==> src/source/mem_pkg.sv <==
package mem_pkg;

  // bus widths
  localparam int ADDR_W = 32;
  localparam int DATA_W = 32;

  // top level defaults
  localparam int DEF_DEPTH_WORDS = 256;
  // read latency in cycles, must be at least 1
  localparam int DEF_RD_LAT = 2;

  typedef logic [ADDR_W-1:0] addr_t;
  typedef logic [DATA_W-1:0] data_t;

  // same encoding as axi rresp
  typedef enum logic [1:0] {
    OKAY   = 2'b00,
    SLVERR = 2'b10
  } resp_e;

  typedef struct packed {
    addr_t addr;
  } rd_req_t;

  typedef struct packed {
    data_t data;
    resp_e resp;
  } rd_rsp_t;

  // owner of the outstanding sram read
  typedef enum logic {
    SRC_IFU = 1'b0,
    SRC_LSU = 1'b1
  } src_e;

  typedef enum logic [1:0] {
    ARB_IDLE = 2'b00,
    ARB_ADDR = 2'b01,
    ARB_WAIT = 2'b10,
    ARB_RESP = 2'b11
  } arb_state_e;

endpackage
==> src/source/mem_read_port.sv <==
module mem_read_port (
  input  logic             clk,
  input  logic             rstn,

  // requester side
  input  logic             req_valid,
  output logic             req_ready,
  input  mem_pkg::rd_req_t req,
  output logic             rsp_valid,
  input  logic             rsp_ready,
  output mem_pkg::rd_rsp_t rsp,

  // arbiter side
  output logic             fwd_valid,
  input  logic             fwd_ready,
  output mem_pkg::rd_req_t fwd_req,
  input  logic             ret_valid,
  output logic             ret_ready,
  input  mem_pkg::rd_rsp_t ret_rsp
);
  import mem_pkg::*;

  logic    req_full;
  logic    rsp_full;
  rd_req_t req_q;
  rd_rsp_t rsp_q;

  logic req_fire;
  logic fwd_fire;
  logic ret_fire;
  logic rsp_fire;

  assign req_fire = req_valid && req_ready;
  assign fwd_fire = fwd_valid && fwd_ready;
  assign ret_fire = ret_valid && ret_ready;
  assign rsp_fire = rsp_valid && rsp_ready;

  // one slot each way, so a new request can wait behind an unclaimed response
  assign req_ready = !req_full;
  assign fwd_valid = req_full;
  assign fwd_req   = req_q;

  // holding a response back-pressures the arbiter
  assign ret_ready = !rsp_full;
  assign rsp_valid = rsp_full;
  assign rsp       = rsp_q;

  always_ff @(posedge clk) begin
    if (!rstn) begin
      req_full <= 1'b0;
      rsp_full <= 1'b0;
    end else begin
      if (req_fire) begin
        req_full <= 1'b1;
      end else if (fwd_fire) begin
        req_full <= 1'b0;
      end

      if (ret_fire) begin
        rsp_full <= 1'b1;
      end else if (rsp_fire) begin
        rsp_full <= 1'b0;
      end
    end
  end

  always_ff @(posedge clk) begin
    if (req_fire) begin
      req_q <= req;
    end
    if (ret_fire) begin
      rsp_q <= ret_rsp;
    end
  end

  a_fwd_stable: assert property (
    @(posedge clk) disable iff (!rstn)
    fwd_valid && !fwd_ready |=> fwd_valid && $stable(fwd_req)
  );

endmodule

==> config.mk <==
export PLATFORM = sky130hd
export DESIGN_NAME = mem_read_port
export DESIGN_NICKNAME = d
export VERILOG_FILES = /design/src/source/mem_pkg.sv /design/src/source/mem_read_port.sv
export SDC_FILE = /design/constraint.sdc
export NUM_CORES = 1
export LEC_CHECK = 0
export ABC_AREA = 1
export BUFFER_PORTS_ARGS = -buffer_cell sky130_fd_sc_hd__buf_4
export CORE_MARGIN = 2
export CORE_UTILIZATION = 40
export DETAILED_ROUTE_END_ITERATION = 16
export GPL_TIMING_DRIVEN = 0
export MAX_ROUTING_LAYER = met4
export PLACE_DENSITY = 0.85
export SLEW_MARGIN = 20
export SYNTH_ARGS = -nofsm -noshare
export SYNTH_HDL_FRONTEND = slang
export SYNTH_SLANG_ARGS = --single-unit
==> constraint.sdc <==
create_clock -name clk -period 2 [get_ports clk]
set_input_delay 0.2 -clock clk [delete_from_list [all_inputs] [get_ports clk]]
set_output_delay 0.2 -clock clk [all_outputs]
set_load 0.02 [all_outputs]
; ---- Yosys cells after proc, flatten, opt, wreduce, memory -nomap -nowiden
; Cells that the tools add are included.
[classes]
muxes = 4
n_reduce_logical = 8
[op_table]
columns = op, count
row1 = 1-bit logical AND, 4
row2 = 1-bit 2-to-1 mux, 4
row3 = 2-bit nonzero test, 2
row4 = 1-bit zero test, 2
[totals]
in_bits = 72
out_inout_bits = 70
reg_bits = 68
word_cells = 17

; ---- Depth between registers and ports, before layout
[logic_depth]
depth_word = 3
mapped_depth = 3
ltp_nobuf = 3

; ---- Worst setup path before layout
; No wires, ideal clock.
[synth_path]
kind = flip-flop to flip-flop
startpoint = register rsp_full, in the netlist rsp_valid
endpoint = register rsp_q (netlist bit rsp[0]) (enable)
period_less_slack_ns = 1.643
required_time_ns = 1.611
arrival_time_ns = 1.255
slack_ns = 0.357
stages_incl_launch_ff = 4
setup_ns = 0.389
n_path_buf = 0
cell_sequence = dfxtp_1 -> inv_2 -> nand2_2 -> inv_1
[synth_via]
elab_chain_cells = 2
[synth_rtl]
columns = item, line
row1 = from (decl), mem_read_port.sv:24  ; logic rsp_full;
row2 = from (signal assigned), mem_read_port.sv:51  ; rsp_full <= 1'b0;
row3 = from (signal assigned), mem_read_port.sv:60  ; rsp_full <= 1'b1;
row4 = from (signal assigned), mem_read_port.sv:62  ; rsp_full <= 1'b0;
row5 = 1-bit zero test, mem_read_port.sv:44  ; assign ret_ready = !rsp_full;
row6 = named net ret_ready, mem_read_port.sv:18  ; output logic ret_ready,
row7 = 1-bit logical AND, mem_read_port.sv:35  ; assign ret_fire = ret_valid && ret_ready;
row8 = named net ret_fire, mem_read_port.sv:30  ; logic ret_fire;
row9 = to (signal assigned), mem_read_port.sv:72  ; rsp_q <= ret_rsp;
row10 = to (decl), mem_read_port.sv:26  ; rd_rsp_t rsp_q;
; The timed path passes the listed nets, and every way through them passes these cells.
; A chain may end at the register's enable or synchronous reset.

; ---- Worst setup path after layout
[layout_path]
startpoint = register rsp_full, in the netlist rsp_valid
endpoint = register rsp_q (netlist bit rsp[26]) (enable)
[layout_via]
elab_chain_cells = 2
[layout_rtl]
columns = item, line
row1 = 1-bit zero test, mem_read_port.sv:44
row2 = 1-bit logical AND, mem_read_port.sv:35
row3 = named net ret_fire, mem_read_port.sv:30
; The timed path passes the listed nets, and every way through them passes these cells.

==> results.tsv <==
stage	metric	value	unit
global_routing	vias_in_the_first_global_route	1395	
synthesis	syn_area_per_cell	25.7	um^2
sta	finClkSkew	3.75	ps
sta	finalWorstSetupSlack	676	ps
clocking	cts-hold-fix-buffers	0	
global_routing	grt.overflow.total	0	
synthesis	ys_seq_area_share	97.3	%
synthesis	post-synth-top-area-cell	edfxtp_1	
sta	tightest_slew	672	ps
route	via_count_of_the_routed_design	1317	
layout	area_growth_syn_to_layout	63.9	%
global_routing	first_pass_grt_wire_length	6580	um
route	postRouteWirelength	4390	um
die	chipHeight	76.1	um
sta	setup_tns	0	ps
layout	layout-drive-gt1-share	67.6	%
synthesis	postSynthNetCount	153	
setup_path	critPathCaptureType	flop	
sta	rsz0062_at_grt	false	
place	dp.final_hpwl	3270	um
setup_path	critical_path_peak_fanout	34	
die	floorplan.die_area	5790	um^2
die	floorplan.core_area	5070	um^2
synthesis	synth_top_area_share	95.4	%
route	router_iterations_before_antenna_repair	4	
power_and_ir_drop	p_per_area	910	nW/um^2
clocking	clk-insertion-delay-late	330	ps
setup_path	arrival	1280	ps
layout	most-common-layout-cells	buf_4, edfxtp_1, clkbuf_8, inv_2, clkinv_2	
place	place.gp.congestion	0.665	
clocking	ctsLongestPathBuffers	2	
layout	antenna-diode-count	0	
route	drcViolationCount	0	
synthesis	syn-cell-area	2080	um^2
clocking	cts.htree.levels	3	
route	via_per_inst	4.28	
sta	period_minus_slack	1320	ps
die	std_cell_rows	26	
layout	nNetsFinal	305	
setup_path	startpoint_type	flop	
route	number_of_drc_markers_after_the_initial_detailed_route_iteration	49	
setup_path	worst_ep_required_time	1960	ps
route	antenna_left	0	
sta	slew_viol_final	0	
synthesis	ys_ff_latch	68	
sta	layout_worst_path_cycle_share	66.2	%
min_path	min_path_type	in -> reg	
sta	report.final.hold_viol_count	0	
clocking	clock-sinks	68	
clocking	cts_root_buf	clkbuf_8	
clocking	post-cts-setup-buffer-count	0	
setup_path	critical_path_class	reg -> reg	
global_routing	antenna_found_initial	0	
layout	fillCellCount	349	
layout	most_common_cell_after_layout_fill_and_taps_aside	buf_4	
clocking	cts_tree	yes	
power_and_ir_drop	power.leakage	1.47	nW
sta	setup_viol_count_final	0	
place	port_buffers	141	
die	floorplan.initialDensity	41.0	%
job	maxCapViolations	0	
place	detailedPlace.worstSlack	360	ps
run_status	run_status	finished, final reports clean	
clocking	clock_buffer_count_from_cts	9	
sta	relSlewSlack	55.1	%
synthesis	post_synth_num_cell_types	7	
sta	fmax	755	MHz
synthesis	synth-warning-count	0	
clocking	clkTransAtPathRegs	70	ps
power_and_ir_drop	power.ir.vdd_worst	0.578	mV
global_routing	grt_util_all_layers	16.2	%
die	ioPinCount	142	
synthesis	synth.top_cells.by_area	edfxtp_1, dfxtp_1, inv_1	
die	die_w	76.1	um
global_routing	maximum_number_of_pins_on_one_net_before_global_route_repair	35	
route	routed_wire_length_per_instance	14.3	um
clocking	cts-resized-gates	0	
synthesis	synthesis.instances	81	
[sequential cells by signal, summed over array words and instances (netlist names)]
signal,flops
rsp,34
fwd_req,32
fwd_valid,1
rsp_valid,1
[cells in the mapped netlist]
library cell  count
inv_1             5
nand2_1           2
dfxtp_1           2
a21oi_1           2
edfxtp_1         66
inv_2             2
nand2_2           2
[layer usage]
layer  vias to the layer above  part of all wire [%]  track usage [%]
met5                         -                     0                -
met4                         0                   3.2             11.1
met3                        12                    13             7.58
met1                       586                    36             17.4
met2                       104                    47             23.9
li1                        615                     -                -
[report_power, final]
group	total [W]	switching (W)	internal (W)	leakage (nW)
registers	0.00169	0.0000244	0.00167	0.650
clock network	0.00102	0.000459	0.000558	0.0976
logic	0.000389	0.000200	0.000189	0.720
total	0.00310	0.000683	0.00242	1.47
[area by class of cell]
type	instances	area (um^2)	area share [%]
Sequential cell	68	2020	59.4
Multi-Input combinational cell	6	30.0	0.882
Inverter	7	26.3	0.771
Tap cell	70	87.6	2.57
Timing Repair Buffer	141	1060	31.1
Clock buffer	9	124	3.64
Clock inverter	7	57.6	1.69
[per-stage QoR]
| step | hold WS (ps) | cells | cell area, um^2 | power (W) | utilization (%) |
|---|---|---|---|---|---|
| after CTS | 21.4 | 308 | 3410 | 0.00314 | 67.1 |
| final | 42.7 | 308 | 3410 | 0.00310 | 67.1 |
| after floorplan | 299 | 81 | 2080 | 0.00187 | - |
| after global placement | 378 | 292 | 3220 | 0.00211 | 63.5 |
| after detailed placement | 379 | 292 | 3220 | 0.00212 | 63.5 |
| after global routing | 23.3 | 308 | 3410 | 0.00320 | 67.1 |
[kinds of logic after synthesis]
kind of cell           synth area share [%]
AOI/OAI and AO/OA                     0.482
buffers and inverters                  1.26
DFF                                    97.3
and+or+nand+nor                       0.963
[critical path: stages, from the launching register on]
cell and delay [ps]:
dfxtp_1 330, inv_2 70, nand2_2 50, inv_2 490
[final timing paths]
check	startpoint	end	slack [ps]	cells after the start
setup / recovery	rsp_valid	rsp[26]	680	3
hold / removal	ret_rsp[18]	rsp[18]	40	1
setup reg to reg	rsp_valid	rsp[26]	680	3
hold reg to reg	fwd_valid	fwd_valid	490	2
No activity file was read; power rests on OpenSTA's default activity.
