<file path="config.mk">
export PLATFORM = sky130hd
export DESIGN_NAME = mem_arb
export DESIGN_NICKNAME = d
export VERILOG_FILES = /design/src/source/mem_pkg.sv /design/src/source/mem_arb.sv
export SDC_FILE = /design/constraint.sdc
export NUM_CORES = 1
export LEC_CHECK = 0
export BUFFER_PORTS_ARGS = -buffer_cell sky130_fd_sc_hd__buf_4
export CORE_MARGIN = 2
export CORE_UTILIZATION = 40
export DETAILED_ROUTE_END_ITERATION = 8
export PLACE_DENSITY = 0.86
export SYNTH_ARGS = -nofsm -noshare
export SYNTH_HDL_FRONTEND = slang
export SYNTH_SLANG_ARGS = --single-unit
</file>
<file path="constraint.sdc">
create_clock -name clk -period 2.5 [get_ports clk]
set_input_delay 0.125 -clock clk [delete_from_list [all_inputs] [get_ports clk]]
set_output_delay 0.125 -clock clk [all_outputs]
set_load 0.02 [all_outputs]
</file>
<file path="src/source/mem_pkg.sv">
package mem_pkg;

  // bus widths
  localparam int ADDR_W = 32;
  localparam int DATA_W = 32;

  // top level defaults
  localparam int DEF_DEPTH_WORDS = 256;
  // read latency in cycles, must be at least 1
  localparam int DEF_RD_LAT = 2;

  typedef logic [ADDR_W-1:0] addr_t;
  typedef logic [DATA_W-1:0] data_t;

  // same encoding as axi rresp
  typedef enum logic [1:0] {
    OKAY   = 2'b00,
    SLVERR = 2'b10
  } resp_e;

  typedef struct packed {
    addr_t addr;
  } rd_req_t;

  typedef struct packed {
    data_t data;
    resp_e resp;
  } rd_rsp_t;

  // owner of the outstanding sram read
  typedef enum logic {
    SRC_IFU = 1'b0,
    SRC_LSU = 1'b1
  } src_e;

  typedef enum logic [1:0] {
    ARB_IDLE = 2'b00,
    ARB_ADDR = 2'b01,
    ARB_WAIT = 2'b10,
    ARB_RESP = 2'b11
  } arb_state_e;

endpackage
</file>
<file path="src/source/mem_arb.sv">
module mem_arb (
  input  logic             clk,
  input  logic             rstn,

  // requests from the read ports
  input  logic             ifu_fwd_valid,
  output logic             ifu_fwd_ready,
  input  mem_pkg::rd_req_t ifu_fwd_req,
  input  logic             lsu_fwd_valid,
  output logic             lsu_fwd_ready,
  input  mem_pkg::rd_req_t lsu_fwd_req,

  // responses to the read ports
  output logic             ifu_ret_valid,
  input  logic             ifu_ret_ready,
  output mem_pkg::rd_rsp_t ifu_ret_rsp,
  output logic             lsu_ret_valid,
  input  logic             lsu_ret_ready,
  output mem_pkg::rd_rsp_t lsu_ret_rsp,

  // sram read channel
  output logic             ar_valid,
  input  logic             ar_ready,
  output mem_pkg::rd_req_t ar,
  input  logic             r_valid,
  output logic             r_ready,
  input  mem_pkg::rd_rsp_t r
);
  import mem_pkg::*;

  arb_state_e state;
  src_e       rr_ptr;
  src_e       owner;
  src_e       grant;
  rd_req_t    ar_q;
  rd_rsp_t    rsp_q;

  logic any_req;
  logic fwd_fire;
  logic owner_ret_ready;

  assign any_req  = ifu_fwd_valid || lsu_fwd_valid;
  assign fwd_fire = (state == ARB_IDLE) && any_req;

  // rr_ptr names the preferred source when both ask
  always_comb begin
    if (ifu_fwd_valid && lsu_fwd_valid) begin
      grant = rr_ptr;
    end else if (lsu_fwd_valid) begin
      grant = SRC_LSU;
    end else begin
      grant = SRC_IFU;
    end
  end

  assign ifu_fwd_ready = (state == ARB_IDLE) && (grant == SRC_IFU);
  assign lsu_fwd_ready = (state == ARB_IDLE) && (grant == SRC_LSU);

  assign ar_valid = (state == ARB_ADDR);
  assign ar       = ar_q;
  assign r_ready  = (state == ARB_WAIT);

  // data goes to both, valid only to the owner
  assign ifu_ret_valid = (state == ARB_RESP) && (owner == SRC_IFU);
  assign lsu_ret_valid = (state == ARB_RESP) && (owner == SRC_LSU);
  assign ifu_ret_rsp   = rsp_q;
  assign lsu_ret_rsp   = rsp_q;

  assign owner_ret_ready = (owner == SRC_IFU) ? ifu_ret_ready : lsu_ret_ready;

  always_ff @(posedge clk) begin
    if (!rstn) begin
      state  <= ARB_IDLE;
      rr_ptr <= SRC_IFU;
      owner  <= SRC_IFU;
    end else begin
      case (state)
        ARB_IDLE: begin
          if (any_req) begin
            owner  <= grant;
            rr_ptr <= (grant == SRC_IFU) ? SRC_LSU : SRC_IFU;
            state  <= ARB_ADDR;
          end
        end
        ARB_ADDR: begin
          if (ar_ready) begin
            state <= ARB_WAIT;
          end
        end
        ARB_WAIT: begin
          if (r_valid) begin
            state <= ARB_RESP;
          end
        end
        ARB_RESP: begin
          // stalls here while the owner still holds its last response
          if (owner_ret_ready) begin
            state <= ARB_IDLE;
          end
        end
        default: state <= ARB_IDLE;
      endcase
    end
  end

  always_ff @(posedge clk) begin
    if (fwd_fire) begin
      ar_q <= (grant == SRC_IFU) ? ifu_fwd_req : lsu_fwd_req;
    end
    if (r_valid && r_ready) begin
      rsp_q <= r;
    end
  end

  // a stalled response keeps its owner and data
  a_ret_hold: assert property (
    @(posedge clk) disable iff (!rstn)
    (ifu_ret_valid && !ifu_ret_ready) || (lsu_ret_valid && !lsu_ret_ready) |=>
      $stable(ifu_ret_valid) && $stable(lsu_ret_valid) && $stable(ifu_ret_rsp)
  );

  // every sram read starts from a granted port request
  a_ar_after_grant: assert property (
    @(posedge clk) disable iff (!rstn)
    $rose(ar_valid) |->
      $past((ifu_fwd_valid && ifu_fwd_ready) || (lsu_fwd_valid && lsu_fwd_ready))
  );

endmodule

</file>
# [Yosys cells after proc, flatten, opt, wreduce, memory -nomap -nowiden]
# Index checks and enable logic that the tools add are counted.
[totals] register_bits=70 in_bits=106 elab_cells=36
[classes] n_eq_ne=7 n_mux=10 bitwise=2 reduce_logical=11
[op_table] op="$mux W32" count=1
[op_table] op="$mux W2" count=4
[op_table] op="$pmux W2 S4" count=1
[op_table] op="$logic_and A1 B1 Y1" count=7
[op_table] op="$ne A2 B2 Y1 const B" count=3
[op_table] op="$eq A2 B2 Y1 const B" count=2
[op_table] op="$mux W1" count=4
[op_table] op="$reduce_and A4 Y1" count=1
[op_table] op="$eq A2 B1 Y1 const B" count=1
[op_table] op="$logic_not A2 Y1" count=1
[op_table] op="$ne A2 B1 Y1 const B" count=1
[op_table] op="$not A1 Y1" count=2
[op_table] op="$reduce_and A2 Y1" count=1
[op_table] op="$logic_or A1 B1 Y1" count=1

# [Depth between registers and ports, before layout]
[logic_depth] ltp_word=4 mapped_depth=5 depth_no_buf=5

# [Least setup slack after synthesis]
# No wires, ideal clock.
[synth_path] path_kind="flip-flop to flip-flop" startpoint="reg state[0]" endpoint="reg rsp_q, in the netlist ifu_ret_rsp[0] (enable)" setup_ns=0.394 arrival_ns=1.607 path_slack_ns=0.499 path_stages_with_launch=4 path_buffers=0 synth_period_minus_slack_ns=2.001 cell_sequence="dfxtp_1 > inv_1 > ha_1 > and2_1"
[synth_via] elab_chain_cells=2
[synth_lines] item="from (decl)" line_no="mem_arb.sv:31" source="arb_state_e state;"
[synth_lines] item="from (signal assigned)" line_no="mem_arb.sv:73" source="state <= ARB_IDLE;"
[synth_lines] item="from (signal assigned)" line_no="mem_arb.sv:82" source="state <= ARB_ADDR;"
[synth_lines] item="from (signal assigned)" line_no="mem_arb.sv:87" source="state <= ARB_WAIT;"
[synth_lines] item="$eq A2 B2 Y1" line_no="mem_arb.sv:61" source="assign r_ready = (state == ARB_WAIT);"
[synth_lines] item="named net r_ready" line_no="mem_arb.sv:26" source="output logic r_ready,"
[synth_lines] item="$logic_and A1 B1 Y1" line_no="mem_arb.sv:110" source="if (r_valid && r_ready) begin"
[synth_lines] item="to (signal assigned)" line_no="mem_arb.sv:111" source="rsp_q <= r;"
[synth_lines] item="to (decl)" line_no="mem_arb.sv:36" source="rd_rsp_t rsp_q;"
# The timed path passes the listed nets, and every way through them passes these cells.
# A chain may end at the register's enable or synchronous reset.

# [Worst setup path in the final report]
[layout_path] startpoint="reg rr_ptr" endpoint="out ifu_fwd_ready"
[layout_via] elab_chain_cells=3
[layout_lines] item="from (decl)" line_no="mem_arb.sv:32" source="src_e rr_ptr;"
[layout_lines] item="from (signal assigned)" line_no="mem_arb.sv:81" source="rr_ptr <= (grant == SRC_IFU) ? SRC_LSU : SRC_IFU;"
[layout_lines] item="$mux W1" line_no="mem_arb.sv:47" source="if (ifu_fwd_valid && lsu_fwd_valid) begin"
[layout_lines] item="$not A1 Y1"
[layout_lines] item="$logic_and A1 B1 Y1" line_no="mem_arb.sv:56" source="assign ifu_fwd_ready = (state == ARB_IDLE) && (grant == SRC_IFU);"
[layout_lines] item="to (decl)" line_no="mem_arb.sv:7" source="output logic ifu_fwd_ready,"
# Every way passes these cells.

==> run_summary.xml <==
<?xml version="1.0" encoding="UTF-8"?>
<metrics>
  <group name="power">
    <metric name="pwr_cell_area" unit="mW/mm²">858</metric>
    <metric name="vdd_ir_drop_max" unit="µV">514</metric>
    <metric name="leakagePower" unit="nW">2.20</metric>
    <metric name="total_switching_power" unit="mW">1.35</metric>
    <metric name="swShare" unit="%">31.3</metric>
    <metric name="comb_power_share" unit="%">33.9</metric>
    <metric name="cell_internal_pwr" unit="mW">2.95</metric>
    <metric name="seqPwrFrac" unit="%">40.3</metric>
    <metric name="pwr-share-clk" unit="%">25.8</metric>
    <metric name="post-layout-total-power" unit="mW">4.30</metric>
  </group>
  <group name="global_route">
    <metric name="grt_util_met1" unit="%">17.9</metric>
    <metric name="total_global_routing_track_utilization" unit="%">19.7</metric>
    <metric name="groute.layer.met2.usage" unit="%">38.8</metric>
    <metric name="antenna_found_initial" unit="">0</metric>
    <metric name="grt_start_max_net_pins" unit="">35</metric>
    <metric name="grt-ovfl-total" unit="">0</metric>
    <metric name="grt_first_pass_wirelength" unit="mm">12.2</metric>
    <metric name="groute.layer.met3.usage" unit="%">6.62</metric>
    <metric name="gr-max-usage-layer" unit="">met2</metric>
    <metric name="via_count_of_the_first_global_routing_pass" unit="">2456</metric>
  </group>
  <group name="routing">
    <metric name="detailedRoute.firstIterationViolations" unit="">39</metric>
    <metric name="route.detailed.drc" unit="">0</metric>
    <metric name="vias" unit="">2240</metric>
    <metric name="average_vias_per_placed_instance" unit="">4.51</metric>
    <metric name="ant_nets" unit="">0</metric>
    <metric name="routedWlPerCell" unit="µm">16.0</metric>
    <metric name="drt_wl_total" unit="mm">7.95</metric>
    <metric name="router_iterations_before_antenna_repair" unit="">4</metric>
  </group>
  <group name="placed_design">
    <metric name="dp_hpwl" unit="mm">5.95</metric>
    <metric name="place.gp.congestion" unit="">0.769</metric>
    <metric name="buffer_ports.inserted" unit="">211</metric>
    <metric name="post-place-ws" unit="ns">0.834</metric>
  </group>
  <group name="synthesis">
    <metric name="yosys_warnings" unit="">0</metric>
    <metric name="synth.yosys.seq_area_share" unit="%">69.8</metric>
    <metric name="mappedNetlistArea" unit="mm²">0.00295</metric>
    <metric name="synth_nets" unit="">282</metric>
    <metric name="yosys.cell_types.count" unit="">22</metric>
    <metric name="yosysTopAreaCellShare" unit="%">67.1</metric>
    <metric name="yosysTopAreaCell" unit="">sky130_fd_sc_hd__edfxtp_1</metric>
    <metric name="post_synth_inst_count" unit="">171</metric>
    <metric name="ys_seq_elements" unit="">70</metric>
    <metric name="post_synth_main_area_contributors" unit="">sky130_fd_sc_hd__edfxtp_1 67%, sky130_fd_sc_hd__mux2_1 11%, sky130_fd_sc_hd__buf_4 9.4%</metric>
    <metric name="synth.avg_cell_area" unit="µm²">17.3</metric>
  </group>
  <group name="floorplanning">
    <metric name="pin_count" unit="">212</metric>
    <metric name="die_w" unit="µm">89.9</metric>
    <metric name="initial_utilization" unit="%">40.9</metric>
    <metric name="placement_rows" unit="">31</metric>
    <metric name="placeableCoreArea" unit="mm²">0.00721</metric>
    <metric name="die_h" unit="µm">89.9</metric>
    <metric name="design.die.area" unit="mm²">0.00809</metric>
  </group>
  <group name="worst_setup_path">
    <metric name="arrival_time_worst_endpoint" unit="ns">1.67</metric>
    <metric name="worst-path-buf-inv" unit="">2</metric>
    <metric name="timing.critical_path.fanout_max" unit="">28</metric>
    <metric name="slowest_stage" unit="">sky130_fd_sc_hd__buf_4</metric>
    <metric name="crit_family" unit="">buffers and inverters</metric>
    <metric name="startpoint_type" unit="">register</metric>
    <metric name="worstSetupStartpoint" unit="">rr_ptr</metric>
    <metric name="end_kind" unit="">primary output</metric>
    <metric name="required_time_worst_endpoint" unit="ns">2.38</metric>
    <metric name="timing_worst_setup_path_type" unit="">reg2out</metric>
    <metric name="slowest_delay" unit="ns">0.40</metric>
    <metric name="cp_common_cell" unit="">sky130_fd_sc_hd__buf_4</metric>
    <metric name="sequence_of_cells_on_the_critical_path" unit="">o21ai_4, buf_4, and2_1, buf_4</metric>
    <metric name="worst_r2r_startpoint" unit="">rr_ptr</metric>
  </group>
  <group name="clock_network">
    <metric name="clock_tree.htree_level_count" unit="">3</metric>
    <metric name="clk-insertion-delay-late" unit="ns">0.34</metric>
    <metric name="tritoncts" unit="">done</metric>
    <metric name="worst_setup_hold_path_clk_slew" unit="ns">0.07</metric>
    <metric name="clk_sinks" unit="">70</metric>
    <metric name="clk_root_buffer_cell" unit="">sky130_fd_sc_hd__clkbuf_8</metric>
    <metric name="clock_tree.buffer_depth" unit="">2</metric>
    <metric name="cts_made_buffers" unit="">9</metric>
  </group>
  <group name="timing">
    <metric name="worst_pin_slew" unit="ns">0.427</metric>
    <metric name="count_of_final_max_slew_check_failures" unit="">0</metric>
    <metric name="grt_setup_unrepaired" unit="">no</metric>
    <metric name="setup_ws_post_layout" unit="ns">0.705</metric>
    <metric name="final_critical_path_required_period" unit="ns">1.80</metric>
    <metric name="maxClockFrequency" unit="MHz">557</metric>
    <metric name="timing.slew.headroom" unit="%">71.5</metric>
    <metric name="layout_worst_path_cycle_share" unit="%">71.8</metric>
    <metric name="setup_viol" unit="">0</metric>
    <metric name="final.setup.tns" unit="ns">0</metric>
    <metric name="final.setup_skew" unit="ns">0.0141</metric>
    <metric name="hold_viol_final" unit="">0</metric>
  </group>
  <group name="layout">
    <metric name="antenna-diode-count" unit="">0</metric>
    <metric name="final-seq-area" unit="mm²">0.00206</metric>
    <metric name="layout.filler_cells" unit="">522</metric>
    <metric name="area_delta_synth_final" unit="%">69.6</metric>
    <metric name="nets" unit="">504</metric>
    <metric name="multiInputGateArea" unit="µm²">603</metric>
    <metric name="layout-drive-gt1-share" unit="%">59.5</metric>
  </group>
  <group name="worst_hold_path">
    <metric name="min_path_type" unit="">in2reg</metric>
    <metric name="worstHoldStart" unit="">lsu_fwd_valid</metric>
  </group>
  <group name="flow_run">
    <metric name="max_cap_violations" unit="">0</metric>
  </group>
  <group name="outcome">
    <metric name="status" unit="">completed</metric>
  </group>
</metrics>
==> sequential cells by signal, summed over array words and instances, names as in the netlist <==
signal / flops
rr_ptr: 1
state: 2
owner: 1
ar: 32
ifu_ret_rsp: 34
==> worst paths after layout <==
check,end,slack (ns),cells after the start
max reg2reg,ar[31],0.85,3
min reg2reg,state[0],0.50,2
max,ifu_fwd_ready,0.70,4
min,rr_ptr,0.06,2
==> cells by family after synthesis <==
| logic type | share of synthesized area (%) |
|---|---|
| adders and majority gates | 2.12 |
| buffers and inverters | 10.0 |
| AOI/OAI and AO/OA | 2.54 |
| muxes | 13.2 |
| and+or+nand+nor | 2.29 |
| DFF | 69.8 |
==> metal layers <==
layer | vias up | wire length, µm
met5 | - | 0
met2 | 132 | 4520
met3 | 20 | 660
li1 | 1037 | -
met4 | 0 | 207
met1 | 1051 | 2570
==> cells in the mapped netlist (all sizes together) <==
library cell	instances
a2111oi	1
a21oi	2
a311oi	1
and2	3
and2b	1
buf	37
dfxtp	4
edfxtp	66
ha	5
inv	5
mux2	32
mux2i	3
nand2	3
nor2b	2
nor3b	1
o211ai	1
o21a	1
o21ai	2
or2b	1
==> power by group through the flow <==
stage | sequential (mW) | clock [mW] | combinational [mW]
6_report | 1.73 | 1.11 | 1.46
5_1_grt | 1.77 | 1.19 | 1.55
4_1_cts | 1.73 | 1.13 | 1.48
3_5_place_dp | 1.76 | 0 | 1.43
3_3_place_gp | 1.74 | 0 | 1.41
2_1_floorplan | 2.06 | 0 | 0.473
==> layout by cell type, fill, tap and decap left out, types with 3 or more instances in the layout <==
cell	Yosys	routed
sky130_fd_sc_hd__buf_4	37	213
sky130_fd_sc_hd__edfxtp_1	66	66
sky130_fd_sc_hd__dlygate4sd3_1	0	34
sky130_fd_sc_hd__mux2_1	29	29
sky130_fd_sc_hd__clkbuf_8	0	9
sky130_fd_sc_hd__inv_1	5	5
sky130_fd_sc_hd__ha_1	5	5
sky130_fd_sc_hd__dfxtp_1	4	4
sky130_fd_sc_hd__mux2_2	3	3
sky130_fd_sc_hd__nand2_1	3	3
sky130_fd_sc_hd__mux2i_1	3	3
sky130_fd_sc_hd__bufinv_16	0	3
==> per-stage QoR <==
stage / cells / hold WS (ns) / cell area, µm² / util (%)
detailed placement: 447 / 0.305 / 4430 / 61.4
global route: 497 / 0.0339 / 5010 / 69.5
finish: 497 / 0.0625 / 5010 / 69.5
CTS: 497 / 0.0352 / 5010 / 69.5
global placement: 447 / 0.304 / 4430 / 61.4
floorplan: 171 / 0.224 / 2950 / -
==> area by class of cell <==
| cell class | instances | area share (%) |
|---|---|---|
| Sequential cell | 70 | 41.1 |
| Timing Repair Buffer | 248 | 39.1 |
| Multi-Input combinational cell | 59 | 12.0 |
| Clock buffer | 9 | 2.47 |
| Tap cell | 99 | 2.47 |
| Clock inverter | 7 | 2.40 |
| Inverter | 5 | 0.375 |
==> what timing repair did <==
item | 4_1_cts | 5_1_grt
hold buffers | 34 | 0
gates resized for setup | 0 | 0
endpoints found under the hold margin | 34 | 0
setup buffers | 0 | 0
(Power assumes the default switching activity.)
